<file path="src/rtl/fixedPkg.sv">
// Fixed-point number types and constants
// Three-component vector and 8-bit color types

package fixedPkg;

    // ------------------------------------------------
    // Scalar fixed point, 16.16 signed
    // ------------------------------------------------
    typedef logic signed [31:0] fixed_t;

    localparam int FixedFrac = 16;

    // Largest positive value, start distance of a search
    localparam fixed_t FixedMax = 32'sh7fff_ffff;

    // ------------------------------------------------
    // Vectors and colors
    // ------------------------------------------------
    typedef struct packed {
        fixed_t x;
        fixed_t y;
        fixed_t z;
    } vec3_t;

    typedef logic [7:0] channel_t;

    typedef struct packed {
        channel_t red;
        channel_t green;
        channel_t blue;
    } rgb8_t;

endpackage

</file>
<file path="src/rtl/rasterPkg.sv">
// Raster stage types: primitive groups, jobs, store slots,
// hit records and output fragments
// Scheduler state enum and global group constants

package rasterPkg;

    // ------------------------------------------------
    // Primitive indexing
    // ------------------------------------------------
    typedef logic [7:0] primIndex_t;
    typedef logic [3:0] primCount_t;

    typedef struct packed {
        primIndex_t start;
        primCount_t count;
    } primGroup_t;

    // Global group, always searched first
    localparam primIndex_t GlobalStart = 8'd0;
    localparam primCount_t GlobalCount = 4'd3;

    // ------------------------------------------------
    // Job and result records
    // ------------------------------------------------
    typedef struct packed {
        logic [9:0] pixelX;
        logic [9:0] pixelY;
        fixedPkg::vec3_t origin;
        fixedPkg::vec3_t direction;
        primGroup_t [1:0] leafGroups;
    } rasterJob_t;

    // One answer of the primitive store per batch slot
    typedef struct packed {
        logic hit;
        fixedPkg::fixed_t t;
        fixedPkg::rgb8_t color;
    } primSlot_t;

    typedef struct packed {
        logic hit;
        fixedPkg::fixed_t t;
        primIndex_t primIndex;
        fixedPkg::rgb8_t color;
    } hitRecord_t;

    typedef struct packed {
        logic [9:0] pixelX;
        logic [9:0] pixelY;
        logic hit;
        primIndex_t primIndex;
        fixedPkg::vec3_t hitPos;
        fixedPkg::rgb8_t color;
    } fragment_t;

    typedef enum logic [1:0] {
        Init,
        Rasterize,
        Done
    } rasterState_t;

endpackage

</file>
<file path="src/rtl/primGroupQueue.sv">
// Circular queue of primitive groups
// One push and one pop per cycle, head shown without a register stage

`timescale 1ns/1ns

module primGroupQueue #(
    parameter int QueueDepth = 4
) (
    input  logic                  clk,
    input  logic                  resetn,
    input  logic                  pushEn,
    input  rasterPkg::primGroup_t pushGroup,
    input  logic                  popEn,
    output rasterPkg::primGroup_t headGroup,
    output logic                  empty
);
    import rasterPkg::*;

    localparam int PtrWidth = (QueueDepth > 1) ? $clog2(QueueDepth) : 1;

    typedef logic [PtrWidth-1:0] queuePtr_t;

    primGroup_t groups [QueueDepth];

    // Top is the oldest entry, bottom the next free one
    queuePtr_t top;
    queuePtr_t bottom;

    function automatic queuePtr_t nextPtr(queuePtr_t ptr);
        if (ptr == queuePtr_t'(QueueDepth - 1)) begin
            return '0;
        end
        return ptr + 1'b1;
    endfunction

    assign empty     = (top == bottom);
    assign headGroup = groups[top];

    // ------------------------------------------------
    // Pointers
    // ------------------------------------------------
    always_ff @(posedge clk or negedge resetn) begin
        if (!resetn) begin
            top    <= '0;
            bottom <= '0;
        end else begin
            if (pushEn) begin
                bottom <= nextPtr(bottom);
            end
            if (popEn) begin
                top <= nextPtr(top);
            end
        end
    end

    // Group storage
    always_ff @(posedge clk) begin
        if (pushEn) begin
            groups[bottom] <= pushGroup;
        end
    end

endmodule

</file>
<file path="config.mk">
export PLATFORM = sky130hd
export DESIGN_NAME = primGroupQueue
export DESIGN_NICKNAME = d
export VERILOG_FILES = /design/src/rtl/fixedPkg.sv /design/src/rtl/rasterPkg.sv /design/src/rtl/primGroupQueue.sv
export SDC_FILE = /design/constraint.sdc
export NUM_CORES = 1
export LEC_CHECK = 0
export ABC_AREA = 0
export BUFFER_PORTS_ARGS = -buffer_cell sky130_fd_sc_hd__buf_4
export CAP_MARGIN = 20
export CORE_MARGIN = 2
export CORE_UTILIZATION = 35
export DETAILED_ROUTE_END_ITERATION = 12
export GPL_TIMING_DRIVEN = 0
export HOLD_SLACK_MARGIN = 0.06
export PLACE_DENSITY = 0.5
export SYNTH_ARGS = -nofsm -noshare
export SYNTH_HDL_FRONTEND = slang
export SYNTH_SLANG_ARGS = --single-unit
</file>
<file path="constraint.sdc">
create_clock -name clk -period 2.3 [get_ports clk]
set_input_delay 0.23 -clock clk [delete_from_list [all_inputs] [get_ports clk]]
set_output_delay 0.23 -clock clk [all_outputs]
set_load 0.01 [all_outputs]
</file>
Word-level counts from Yosys, hierarchy flattened
Memory sizes are Yosys's and may differ from the RTL's.
Index checks and enable logic that the tools add are counted.
Cells by class
  reduce and logical (&&, ||, !) cells: 0
  multipliers: 0
  mux-type cells: 10
  equal/unequal tests: 3
  $add $sub $neg: 2
  shifts and indexed selects: 0
  $lt $le $gt $ge: 0
  bitwise operators: 0
  div/mod/pow operators: 0
Operators with widths (number)
  2-bit 2-to-1 mux: 4
  1-bit 2-to-1 mux: 6
  2-bit by 1-bit adder with 2-bit output (second input constant): 2
  2-bit equality test (second input constant): 2
  2-bit equality test: 1
Word-level totals
  bits in latches: 0
  flip-flop bits (word level): 4
  memories kept: 1
  bits in read-only memories: 0
  output and inout bits: 13
  input port bits: 16
  logic and storage cells: 18
  RAM bits: 48
Memories
  groups: words 4, bits a word 12, rd ports 1, clocked after Yosys merged registers in 0, write ports 1, RTL line primGroupQueue.sv:23  | primGroup_t groups [QueueDepth];

Longest topological paths before layout
  word-level depth: 4
  gate-level depth with buffers: 4
  depth with buffers taken out: 4

Worst setup path before layout
No wires, ideal clock.
  kind: reg2out
  from: reg top[0]
  to: out headGroup[10] (netlist bit)
  path buffers: 2
  data required time: 2070 ps
  path slack: 940 ps
  cell stages (with the launch flop): 4
  arrival: 1130 ps
  cell sequence: dfrtp_1 buf_6 buf_12 mux4_2
RTL lines
  start, declared: RTL line primGroupQueue.sv:26  | queuePtr_t top;
  start signal, assigned: RTL line primGroupQueue.sv:51  | top <= nextPtr(top);
  end, declared: RTL line primGroupQueue.sv:14  | output rasterPkg::primGroup_t headGroup,

==> flow_metrics.tcl <==
set metrics [dict create \
    overflow 0 \
    dp_hpwl_um 2227 \
    die_h_um 80.20 \
    cp-end-kind "output port" \
    cts_buffer_depth 2 \
    yosysTopAreaCellShare_pct 70.94 \
    maxSlewHeadroom_pct 54.27 \
    top_usage_layer "met2" \
    required_ns 2.07 \
    detail_route.first_pass.iterations 4 \
    grtUsageMet3_pct 3.371 \
    grt_pass1_wl_um 5264 \
    fin_skew_ns 0.004078 \
    netlist_instances 88 \
    ys_seq_area_share_pct 75.86 \
    path_class "flip-flop to output port" \
    die_w_um 80.20 \
    use_met2_pct 19.08 \
    drc 0 \
    tightest_slew_ns 0.6859 \
    startpoint_type "flip-flop" \
    hold_class "input port to flip-flop" \
    synth_top_cell_by_area "edfxtp_1" \
    synth-seq-cells 52 \
    layout_commonest_cell "edfxtp_1" \
    max_cap_viol_count 0 \
    synth_nets 109 \
    grt_use_total_pct 11.68 \
    cp.arrival_ns 1.64 \
    power_density_nw_per_um2 1130 \
    totalPowerFinal_mw 2.734 \
    rsz0062_at_grt "no" \
    synth_area_um2 2032 \
    whs_ns 0.1253 \
    grtUsageMet1_pct 14.22 \
    portBuffers 28 \
    nFillCells 509 \
    first_global_vias 1001 \
    yosys_warnings 0 \
    crit_chain "buf_6 > buf_12 > mux4_2 > buf_4" \
    outcome "finished, final reports clean" \
    ant_nets 0 \
    setup_tns_ns 0 \
    row_count 27 \
    cts.repair.resized 0 \
    ir_drop_uv 378.1 \
    dr.first_iter.drc_count 29 \
    grt_start_max_net_pins 15 \
    core-area_um2 5540 \
    diodes 0 \
    final_hold_viol_count 0 \
    setup_viol 0 \
    clock_latency_ns 0.29 \
    htree_levels 2 \
    fin_crit_sh_pct 81.27 \
    routedWlPerCell_um 17.36 \
    synth_cell_types 16 \
    static-leakage-power_nw 0.8723 \
    start_util_pct 36.68 \
    critPathBufInv 3 \
    cp_slowest_cell "mux4_2" \
    design_area_um2 2420 \
    fmax_mhz 535.0 \
    ios 29 \
    synthTopCellsByArea "edfxtp_1, mux4_2, mux4_1" \
    cts_root_buffer "clkbuf_8" \
    mostFrequentLayoutCells "edfxtp_1, buf_4, mux4_2" \
    final_util_pct 43.68 \
    drive_gt1_share_pct 37.90 \
    place_area_um2 2332 \
    avgSynthCellArea_um2 23.09 \
    die-area_um2 6431 \
    fin_nets 145 \
    path_delay_family "multiplexers" \
    clk_pin_slew_ns 0.09 \
    multi_input_area_um2 446.7 \
    drt_wl_total_um 3402 \
    cts_tree "yes" \
    antenna_found_initial 0 \
    finalMaxSlewViolations 0 \
    vias_per_cell 4.776 \
    cp_max_fo 10 \
    fin_crit_ns 1.869 \
    regArea_um2 1541 \
    numCtsBuffers 5 \
    place.gp.congestion 0.6203 \
    vias 936 \
    area_growth_pct 19.09 \
    max_stage_delay_ns 0.51 \
    cts_num_sinks 52 \
]
-- kinds of logic (layout without fill, tap and decap cells) --
group	after synthesis	after routing	synth area share, %
mux	14	14	15.33
xor+xnor	2	2	0.8622
fa+ha+maj	5	5	3.079
simple gates	8	8	2.217
flops	52	52	75.86
compound gates	2	2	0.4926
buf+inv	5	41	2.155
-- metrics by stage --
| stage | worst slack (ns) | instances |
|---|---|---|
| 2_1_floorplan | 0.9397 | 88 |
| 3_3_place_gp | 0.6579 | 188 |
| 5_1_grt | 0.3415 | 196 |
| 3_5_place_dp | 0.6249 | 188 |
| 4_1_cts | 0.4059 | 196 |
| 6_report | 0.4308 | 196 |
-- sequential cells by signal, indices dropped and copies added, names as in the netlist --
| name | flops |
|---|---|
| groups | 48 |
| bottom | 2 |
| top | 2 |
-- synth_stat cells --
library cell   n
dfrtp_1        4
nor2_1         2
o21ai_0        2
buf_6          1
mux4_2         7
or3b_2         1
ha_1           5
buf_2          1
mux2_2         2
nand2_1        1
and2_1         4
buf_12         1
xor2_1         2
inv_1          2
edfxtp_1      48
mux4_1         5
-- worst paths after layout --
path                              start      endpoint  slack (ns)  depth (start not counted)
min                        pushGroup[4]  groups[2][4]        0.13                          1
min in group asynchronous        resetn     bottom[0]        0.26                          2
max                              top[0]  headGroup[8]        0.43                          4
max in group asynchronous        resetn        top[0]        1.93                          2
min reg2reg                      top[0]        top[1]        0.67                          2
max reg2reg                   bottom[0]  groups[0][1]        0.66                          3
-- metal layers --
layer	share of wire [%]	vias up	wire [um]
met2	51	21	1734
met1	42	483	1442
met5	0	-	0
li1	-	427	-
met4	2.2	0	75
met3	4.4	5	150
-- final cells by class --
type                            count  share of cell area [%]
Tap cell                           72                   3.723
Clock buffer                        6                   2.999
Clock inverter                      1                  0.2068
Inverter                            2                  0.3102
Timing Repair Buffer               29                   9.100
Multi-Input combinational cell     31                   18.46
Sequential cell                    52                   63.70
Buffer                              3                   1.499
-- worst register-to-register path, stage by stage (launching register included) --
cell and delay [ns]:
dfrtp_1 0.44, inv_1 0.12, ha_1 0.14, and2_1 0.56
-- repair_timing --
action / in CTS / in global routing
endpoints found under the setup margin: 0 / 0
buffers inserted: 0 / 0
endpoints found under the hold margin: 4 / 0
hold buffers: 1 / 0
-- power by group --
part	internal, mW	total [mW]	switching [mW]
Sequential	1.22	1.29	0.0710
Combinational	0.521	0.968	0.447
Clock	0.207	0.474	0.267
No activity file was read; power rests on OpenSTA's default activity.
