===== src/rtl/fixedPkg.sv =====
// Fixed-point number types and constants
// Three-component vector and 8-bit color types

package fixedPkg;

    // ------------------------------------------------
    // Scalar fixed point, 16.16 signed
    // ------------------------------------------------
    typedef logic signed [31:0] fixed_t;

    localparam int FixedFrac = 16;

    // Largest positive value, start distance of a search
    localparam fixed_t FixedMax = 32'sh7fff_ffff;

    // ------------------------------------------------
    // Vectors and colors
    // ------------------------------------------------
    typedef struct packed {
        fixed_t x;
        fixed_t y;
        fixed_t z;
    } vec3_t;

    typedef logic [7:0] channel_t;

    typedef struct packed {
        channel_t red;
        channel_t green;
        channel_t blue;
    } rgb8_t;

endpackage


===== src/rtl/rasterPkg.sv =====
// Raster stage types: primitive groups, jobs, store slots,
// hit records and output fragments
// Scheduler state enum and global group constants

package rasterPkg;

    // ------------------------------------------------
    // Primitive indexing
    // ------------------------------------------------
    typedef logic [7:0] primIndex_t;
    typedef logic [3:0] primCount_t;

    typedef struct packed {
        primIndex_t start;
        primCount_t count;
    } primGroup_t;

    // Global group, always searched first
    localparam primIndex_t GlobalStart = 8'd0;
    localparam primCount_t GlobalCount = 4'd3;

    // ------------------------------------------------
    // Job and result records
    // ------------------------------------------------
    typedef struct packed {
        logic [9:0] pixelX;
        logic [9:0] pixelY;
        fixedPkg::vec3_t origin;
        fixedPkg::vec3_t direction;
        primGroup_t [1:0] leafGroups;
    } rasterJob_t;

    // One answer of the primitive store per batch slot
    typedef struct packed {
        logic hit;
        fixedPkg::fixed_t t;
        fixedPkg::rgb8_t color;
    } primSlot_t;

    typedef struct packed {
        logic hit;
        fixedPkg::fixed_t t;
        primIndex_t primIndex;
        fixedPkg::rgb8_t color;
    } hitRecord_t;

    typedef struct packed {
        logic [9:0] pixelX;
        logic [9:0] pixelY;
        logic hit;
        primIndex_t primIndex;
        fixedPkg::vec3_t hitPos;
        fixedPkg::rgb8_t color;
    } fragment_t;

    typedef enum logic [1:0] {
        Init,
        Rasterize,
        Done
    } rasterState_t;

endpackage


===== src/rtl/closestHitTracker.sv =====
// Closest-hit search over batches of primitive slots
// Masks slots past the real group end, keeps the nearest hit

`timescale 1ns/1ns

module closestHitTracker #(
    parameter int UnitSize = 2
) (
    input  logic                                 clk,
    input  logic                                 resetn,
    input  logic                                 jobStart,
    input  fixedPkg::rgb8_t                      clearColor,
    input  logic                                 batchValid,
    input  rasterPkg::primIndex_t                startPrimitive,
    input  rasterPkg::primIndex_t                endPrimitive,
    input  rasterPkg::primSlot_t [UnitSize-1:0]  primSlots,
    output rasterPkg::hitRecord_t                best
);
    import fixedPkg::*;
    import rasterPkg::*;

    // Slots left before the real end of the group
    primIndex_t span;
    hitRecord_t cand;

    assign span = endPrimitive - startPrimitive;

    // ------------------------------------------------
    // Nearest hit inside the batch
    // ------------------------------------------------
    always_comb begin
        cand.hit       = 1'b0;
        cand.t         = FixedMax;
        cand.primIndex = startPrimitive;
        cand.color     = primSlots[0].color;
        // Strict compare, lower slot wins a tie
        for (int i = 0; i < UnitSize; i++) begin
            if (primSlots[i].hit && (primIndex_t'(i) < span)
                    && (!cand.hit || primSlots[i].t < cand.t)) begin
                cand.hit       = 1'b1;
                cand.t         = primSlots[i].t;
                cand.primIndex = startPrimitive + primIndex_t'(i);
                cand.color     = primSlots[i].color;
            end
        end
    end

    always_ff @(posedge clk or negedge resetn) begin
        if (!resetn) begin
            best <= '{hit: 1'b0, t: FixedMax, primIndex: '0, color: '0};
        end else if (jobStart) begin
            // Miss record until something nearer shows up
            best <= '{hit: 1'b0, t: FixedMax, primIndex: '0, color: clearColor};
        end else if (batchValid && cand.hit && (cand.t < best.t)) begin
            best <= cand;
        end
    end

endmodule


===== config.mk =====
export PLATFORM = sky130hd
export DESIGN_NAME = closestHitTracker
export DESIGN_NICKNAME = d
export VERILOG_FILES = /design/src/rtl/fixedPkg.sv /design/src/rtl/rasterPkg.sv /design/src/rtl/closestHitTracker.sv
export SDC_FILE = /design/constraint.sdc
export NUM_CORES = 1
export LEC_CHECK = 0
export ABC_CLOCK_PERIOD_IN_PS = 5900
export BUFFER_PORTS_ARGS = -buffer_cell sky130_fd_sc_hd__buf_2
export CORE_MARGIN = 4
export CORE_UTILIZATION = 55
export CTS_BUF_LIST = sky130_fd_sc_hd__clkbuf_16
export DETAILED_ROUTE_END_ITERATION = 8
export GPL_TIMING_DRIVEN = 0
export PLACE_DENSITY = 0.84
export SLEW_MARGIN = 20
export SYNTH_ARGS = -nofsm -noshare
export SYNTH_HDL_FRONTEND = slang
export SYNTH_SLANG_ARGS = --single-unit

===== constraint.sdc =====
create_clock -name clk -period 5.9 [get_ports clk]
set_input_delay 0.59 -clock clk [delete_from_list [all_inputs] [get_ports clk]]
set_output_delay 0.59 -clock clk [all_outputs]
set_load 0.02 [all_outputs]

* Yosys cells after proc, flatten, opt, wreduce, memory -nomap -nowiden
Cells that the tools add are included.
Cells by class: add/sub/neg operators 2, magnitude comparators 4, multiplexer cells 4, reductions and logical operators 8
Operator list (number):
- $mux 65 | 4
- $lt 32x32->1 | 2
- $lt 1x8->1 const A | 2
- $add 8x1->8 const B | 1
- $sub 8x8->8 | 1
- $logic_and 1x1->1 | 5
- $reduce_bool 2->1 | 1
- $logic_not 1->1 | 1
- $logic_or 1x1->1 | 1
Storage, ports and cells: register bits after elaboration 65, input port bits 158, logic and storage cells 24

* Depth between registers and ports, before layout
depth after elaboration 12, gate-level depth with buffers 37, gate-level depth less buffers 30

* Least setup slack after synthesis
Ideal clock, no wire load.
path type input to register, from input port endPrimitive[0], to register best[32] (netlist name), setup time 0.082 ns, arrival 7.931 ns, path slack -2.113 ns, stages 37, path through inv_1 ha_1 inv_1 fa_1 and3_1 or3_1 a211oi_2 o221a_2 a21o_1 buf_2 clkbuf_1 buf_1 nor2_1 ha_1 a211oi_1 o211ai_1 a2111oi_0 o221a_2 nor2_1 nor4b_4 buf_2 nor2_1 buf_2 nor2_1 nor2_1 ha_1 a21o_1 a21o_1 a211oi_1 o21ai_0 a21o_1 nor4_1 o21a_1 buf_1 nor2_4 buf_2 a211o_1
Between the ends: cells in the longest elaborated chain, start to end 11, elaborated cells between the ends (all ways) 17, those cells by class add/sub (1); order compare (4); mux (4); reduce/logical (8)
RTL lines:
- start: declaration | RTL line closestHitTracker.sv:15 | input rasterPkg::primIndex_t endPrimitive,
- $sub 8x8->8 (*) | RTL line closestHitTracker.sv:26 | assign span = endPrimitive - startPrimitive;
- $lt 1x8->1 | RTL line closestHitTracker.sv:38 | if (primSlots[i].hit && (primIndex_t'(i) < span)
- $logic_and 1x1->1 | RTL line closestHitTracker.sv:38
- $mux 65 | RTL line closestHitTracker.sv:38
- $lt 32x32->1 or $logic_not 1->1 (tied branches) | RTL line closestHitTracker.sv:39 | && (!cand.hit || primSlots[i].t < cand.t)) begin
- $logic_or 1x1->1 | RTL line closestHitTracker.sv:39
- $logic_and 1x1->1 | RTL line closestHitTracker.sv:39
- $mux 65 (*) | RTL line closestHitTracker.sv:38
- $lt 32x32->1 or $logic_and 1x1->1 (tied branches) | RTL line closestHitTracker.sv:54 | end else if (batchValid && cand.hit && (cand.t < best.t)) begin
- $logic_and 1x1->1 | RTL line closestHitTracker.sv:54
- $reduce_bool 2->1 (no line)
- end signal: assignment | RTL line closestHitTracker.sv:50 | best <= '{hit: 1'b0, t: FixedMax, primIndex: '0, color: '0};
- end signal: assignment | RTL line closestHitTracker.sv:53 | best <= '{hit: 1'b0, t: FixedMax, primIndex: '0, color: clearColor};
- end signal: assignment | RTL line closestHitTracker.sv:55 | best <= cand;
- end: declaration | RTL line closestHitTracker.sv:17 | output rasterPkg::hitRecord_t best
Every way passes the cells marked *; elsewhere a longest branch is shown, timed or not. The select of a mux whose other input is x is not followed. A chain may end at the register's enable or synchronous reset.

* Worst setup path in the final report
from input port endPrimitive[0], to register best[35] (netlist name)
The elaborated chain is that of the path after synthesis.

==> results.json <==
{
  "status": "finished, violations left",
  "violations": "negative setup slack",
  "area_growth_pct": 59.3,
  "worstReg2RegEnd": "best[35]",
  "slew_violations": 0,
  "synth.avg_cell_area_um2": 8.29,
  "largest_reg_flops": 65,
  "initial_utilization_pct": 56.7,
  "final-hold-violation-count": 0,
  "clock_sinks": 65,
  "grt_usage_pct": 37.3,
  "clock_skew_ns": 0.00736,
  "crit_arrival_ns": 8.22,
  "clk_path_buf_depth": 2,
  "first_iter_violations": 1219,
  "io_buffers": 222,
  "finalWorstSetupSlack_ns": -2.12,
  "crit_path_end": "best[35]",
  "met1Wirelength_um": 9790,
  "dpl.hpwl_um": 15600,
  "dpl_worst_slack_ns": -2.46,
  "synth_seq_area_share_pct": 28.3,
  "async_reset_ff_share_pct": 100,
  "die_y_um": 111,
  "finalCritPeriodShare_pct": 136,
  "required_ns": 6.10,
  "critical_path_buf_inv_count": 12,
  "synthCells": 709,
  "worstSkewPairLatency_ns": 0.34,
  "ys_ff_latch": 65,
  "r2r_slack_ns": 2.25,
  "grt_pass1_wl_um": 37600,
  "timing.rr.start": "best[37]",
  "min_path_type": "in2async",
  "via_count": 8241,
  "peakVddDrop_mv": 0.202,
  "final_nets": 1228,
  "start_kind": "input pin",
  "first_pass_iters": 8,
  "cts_buffers": 9,
  "min_period_ns": 8.02,
  "synth_cell_type_count": 60,
  "antenna_found_initial": 3,
  "gr-total-overflow": 0,
  "n_fill_cell": 435,
  "ff2ff_path_depth": 15,
  "regMostFlops": "best",
  "path_delay_family": "compound AO/OA/AOI/OAI gates",
  "slew_headroom_pct": 13.2,
  "cts_tree": "built",
  "clk_pin_slew_ns": 0.06,
  "cts_max_level": 3,
  "synth_fp_nets": 938,
  "dr_wl_met2_um": 13600,
  "critPathMaxStageDelay_ns": 0.45,
  "rsz0062_at_grt": "true",
  "critPathLaunch": "endPrimitive[0]",
  "cap_violations": 0,
  "worst-path-stages": 40,
  "routabilityCongestion": 0.935,
  "rows": 37,
  "yosysWarnings": 0,
  "cellLeakagePower_nw": 4.63,
  "crit_type": "in2reg",
  "drc": 0,
  "critPathMaxFanout": 10,
  "largestRegisters": "best x65",
  "synth_edf_count": 0,
  "antenna_left": 0,
  "ios": 223,
  "grt_max_degree": 43,
  "setup_viol": 65,
  "crit_top_cell": "buf_6",
  "met3_length_um": 4050,
  "vias_per_cell": 7.21,
  "fin_area_mm2": 0.00937,
  "dieArea_mm2": 0.0124,
  "slowest_stage": "o311ai_4",
  "setup_tns_ns": -121.50,
  "crit_path_end_kind": "flip-flop",
  "power_density_mw_per_mm2": 316,
  "synth_ff_type": "dfrtp_1",
  "top_layer_used": "met4",
  "grt_pass1_vias": 7461,
  "wirelength_um": 30500,
  "fmax_mhz": 125,
  "root_buffer": "clkbuf_16",
  "place_area_mm2": 0.00745,
  "wl_per_cell_um": 26.7,
  "syn-cell-area_mm2": 0.00588,
  "core_area_mm2": 0.0104,
  "die_w_um": 111,
  "drive_above_1_share_pct": 48.8,
  "worst_pin_slew_ns": 1.30
}
-- per-stage QoR --
step                util (%)  std cells  hold WS (ns)  total power [mW]
CTS                     83.6       1123         0.444              2.57
global route            90.2       1140         0.475              3.05
floorplan                  -        709         0.294              1.44
finish                  90.3       1143         0.442              2.96
detailed placement      71.9       1068         0.482              1.80
global placement        71.7       1067         0.468              1.78
-- worst min-delay path by stage --
| stage | from | endpoint | slack (ns) | cells past startpoint |
|---|---|---|---|---|
| 2_1_floorplan | resetn | best[0] | 0.29 | 0 |
| 3_3_place_gp | best[64] | best[64] | 0.47 | 1 |
| 3_5_place_dp | best[64] | best[64] | 0.48 | 1 |
| 4_1_cts | resetn | best[56] | 0.44 | 1 |
| 5_1_grt | resetn | best[56] | 0.48 | 1 |
| 6_report | resetn | best[57] | 0.44 | 1 |
-- layout by cell type, fill, tap and decap left out, drive strengths merged, types with 5 or more instances in the layout --
master / netlist / final
dfstp: 31 / 31
inv: 46 / 47
clkinv: 1 / 6
nor2: 109 / 109
ha: 70 / 70
a21o: 14 / 14
xnor2: 6 / 6
nand2: 42 / 43
nand4: 35 / 35
and3: 8 / 8
a211oi: 11 / 11
o311ai: 54 / 54
a21oi: 17 / 17
o21ai: 16 / 16
clkbuf: 23 / 31
nand3: 35 / 35
buf: 22 / 300
nor3: 44 / 44
mux2i: 25 / 25
o2111ai: 4 / 5
o21a: 5 / 5
dfrtp: 34 / 34
nor2b: 7 / 7
-- synthesized netlist by cell type, types with 23 or more instances --
| library cell | n | area [um2] |
|---|---|---|
| inv_1 | 46 | 173 |
| nor2_1 | 108 | 405 |
| dfrtp_1 | 34 | 851 |
| o311ai_1 | 51 | 447 |
| nand4_1 | 35 | 219 |
| nand2_1 | 41 | 154 |
| nor3_1 | 44 | 220 |
| mux2i_1 | 25 | 250 |
| dfstp_2 | 31 | 815 |
| clkbuf_1 | 23 | 86.3 |
| ha_1 | 70 | 876 |
| nand3_1 | 35 | 175 |
-- timing repair --
action | 4_1_cts | 5_1_grt
gates cloned | 6 | 3
resized for setup | 115 | 89
buffers inserted | 33 | 18
pin swaps | 35 | 25
endpoints found under the setup margin | 65 | 65
hold buffers | 0 | 0
-- per-layer routing --
metal | global-route usage (%) | vias up
met4 | 21.6 | 0
met3 | 9.89 | 296
li1 | - | 3237
met2 | 62.8 | 893
met5 | 0 | -
met1 | 42.7 | 3815
-- report_power, final --
part	internal, mW	switching [mW]	total (mW)
registers	0.596	0.0984	0.694
clock network	0.280	0.223	0.504
logic	0.740	1.02	1.76
total	1.62	1.34	2.96
-- worst register-to-register path, stage by stage (launching register included) --
cell and delay, ns:
dfstp_2 0.54, inv_1 0.06, ha_1 0.31, a21o_1 0.16, a21o_1 0.17, a21o_1 0.21, a211oi_2 0.32, a211oi_4 0.13
buf_4 0.17, nor4_4 0.32, o21a_1 0.21, buf_6 0.12, nor2_4 0.05, buf_12 0.15, buf_12 0.16, o311ai_4 0.45
-- logic make-up after synthesis --
| group | count (synthesis) | synth area share, % |
|---|---|---|
| and+or+nand+nor | 298 | 24.3 |
| muxes | 25 | 4.26 |
| buffers and inverters | 92 | 6.55 |
| DFF | 65 | 28.3 |
| AOI/OAI and AO/OA | 150 | 20.1 |
| adders and majority gates | 71 | 15.2 |
| xor gates and xnor gates | 8 | 1.19 |
-- area by class of cell --
class	instances	area, um2	share of cell area (%)
diodes	3	7.51	0.0802
plain buffers	43	475	5.08
clock buffers	9	225	2.40
clock inverters	7	38.8	0.414
inverters	47	189	2.02
multi-input cells	554	4870	52.0
flip-flops and latches	65	1670	17.8
well taps	136	170	1.82
repair buffers	279	1730	18.5
Note: power is estimated with default switching activity, not from simulation.
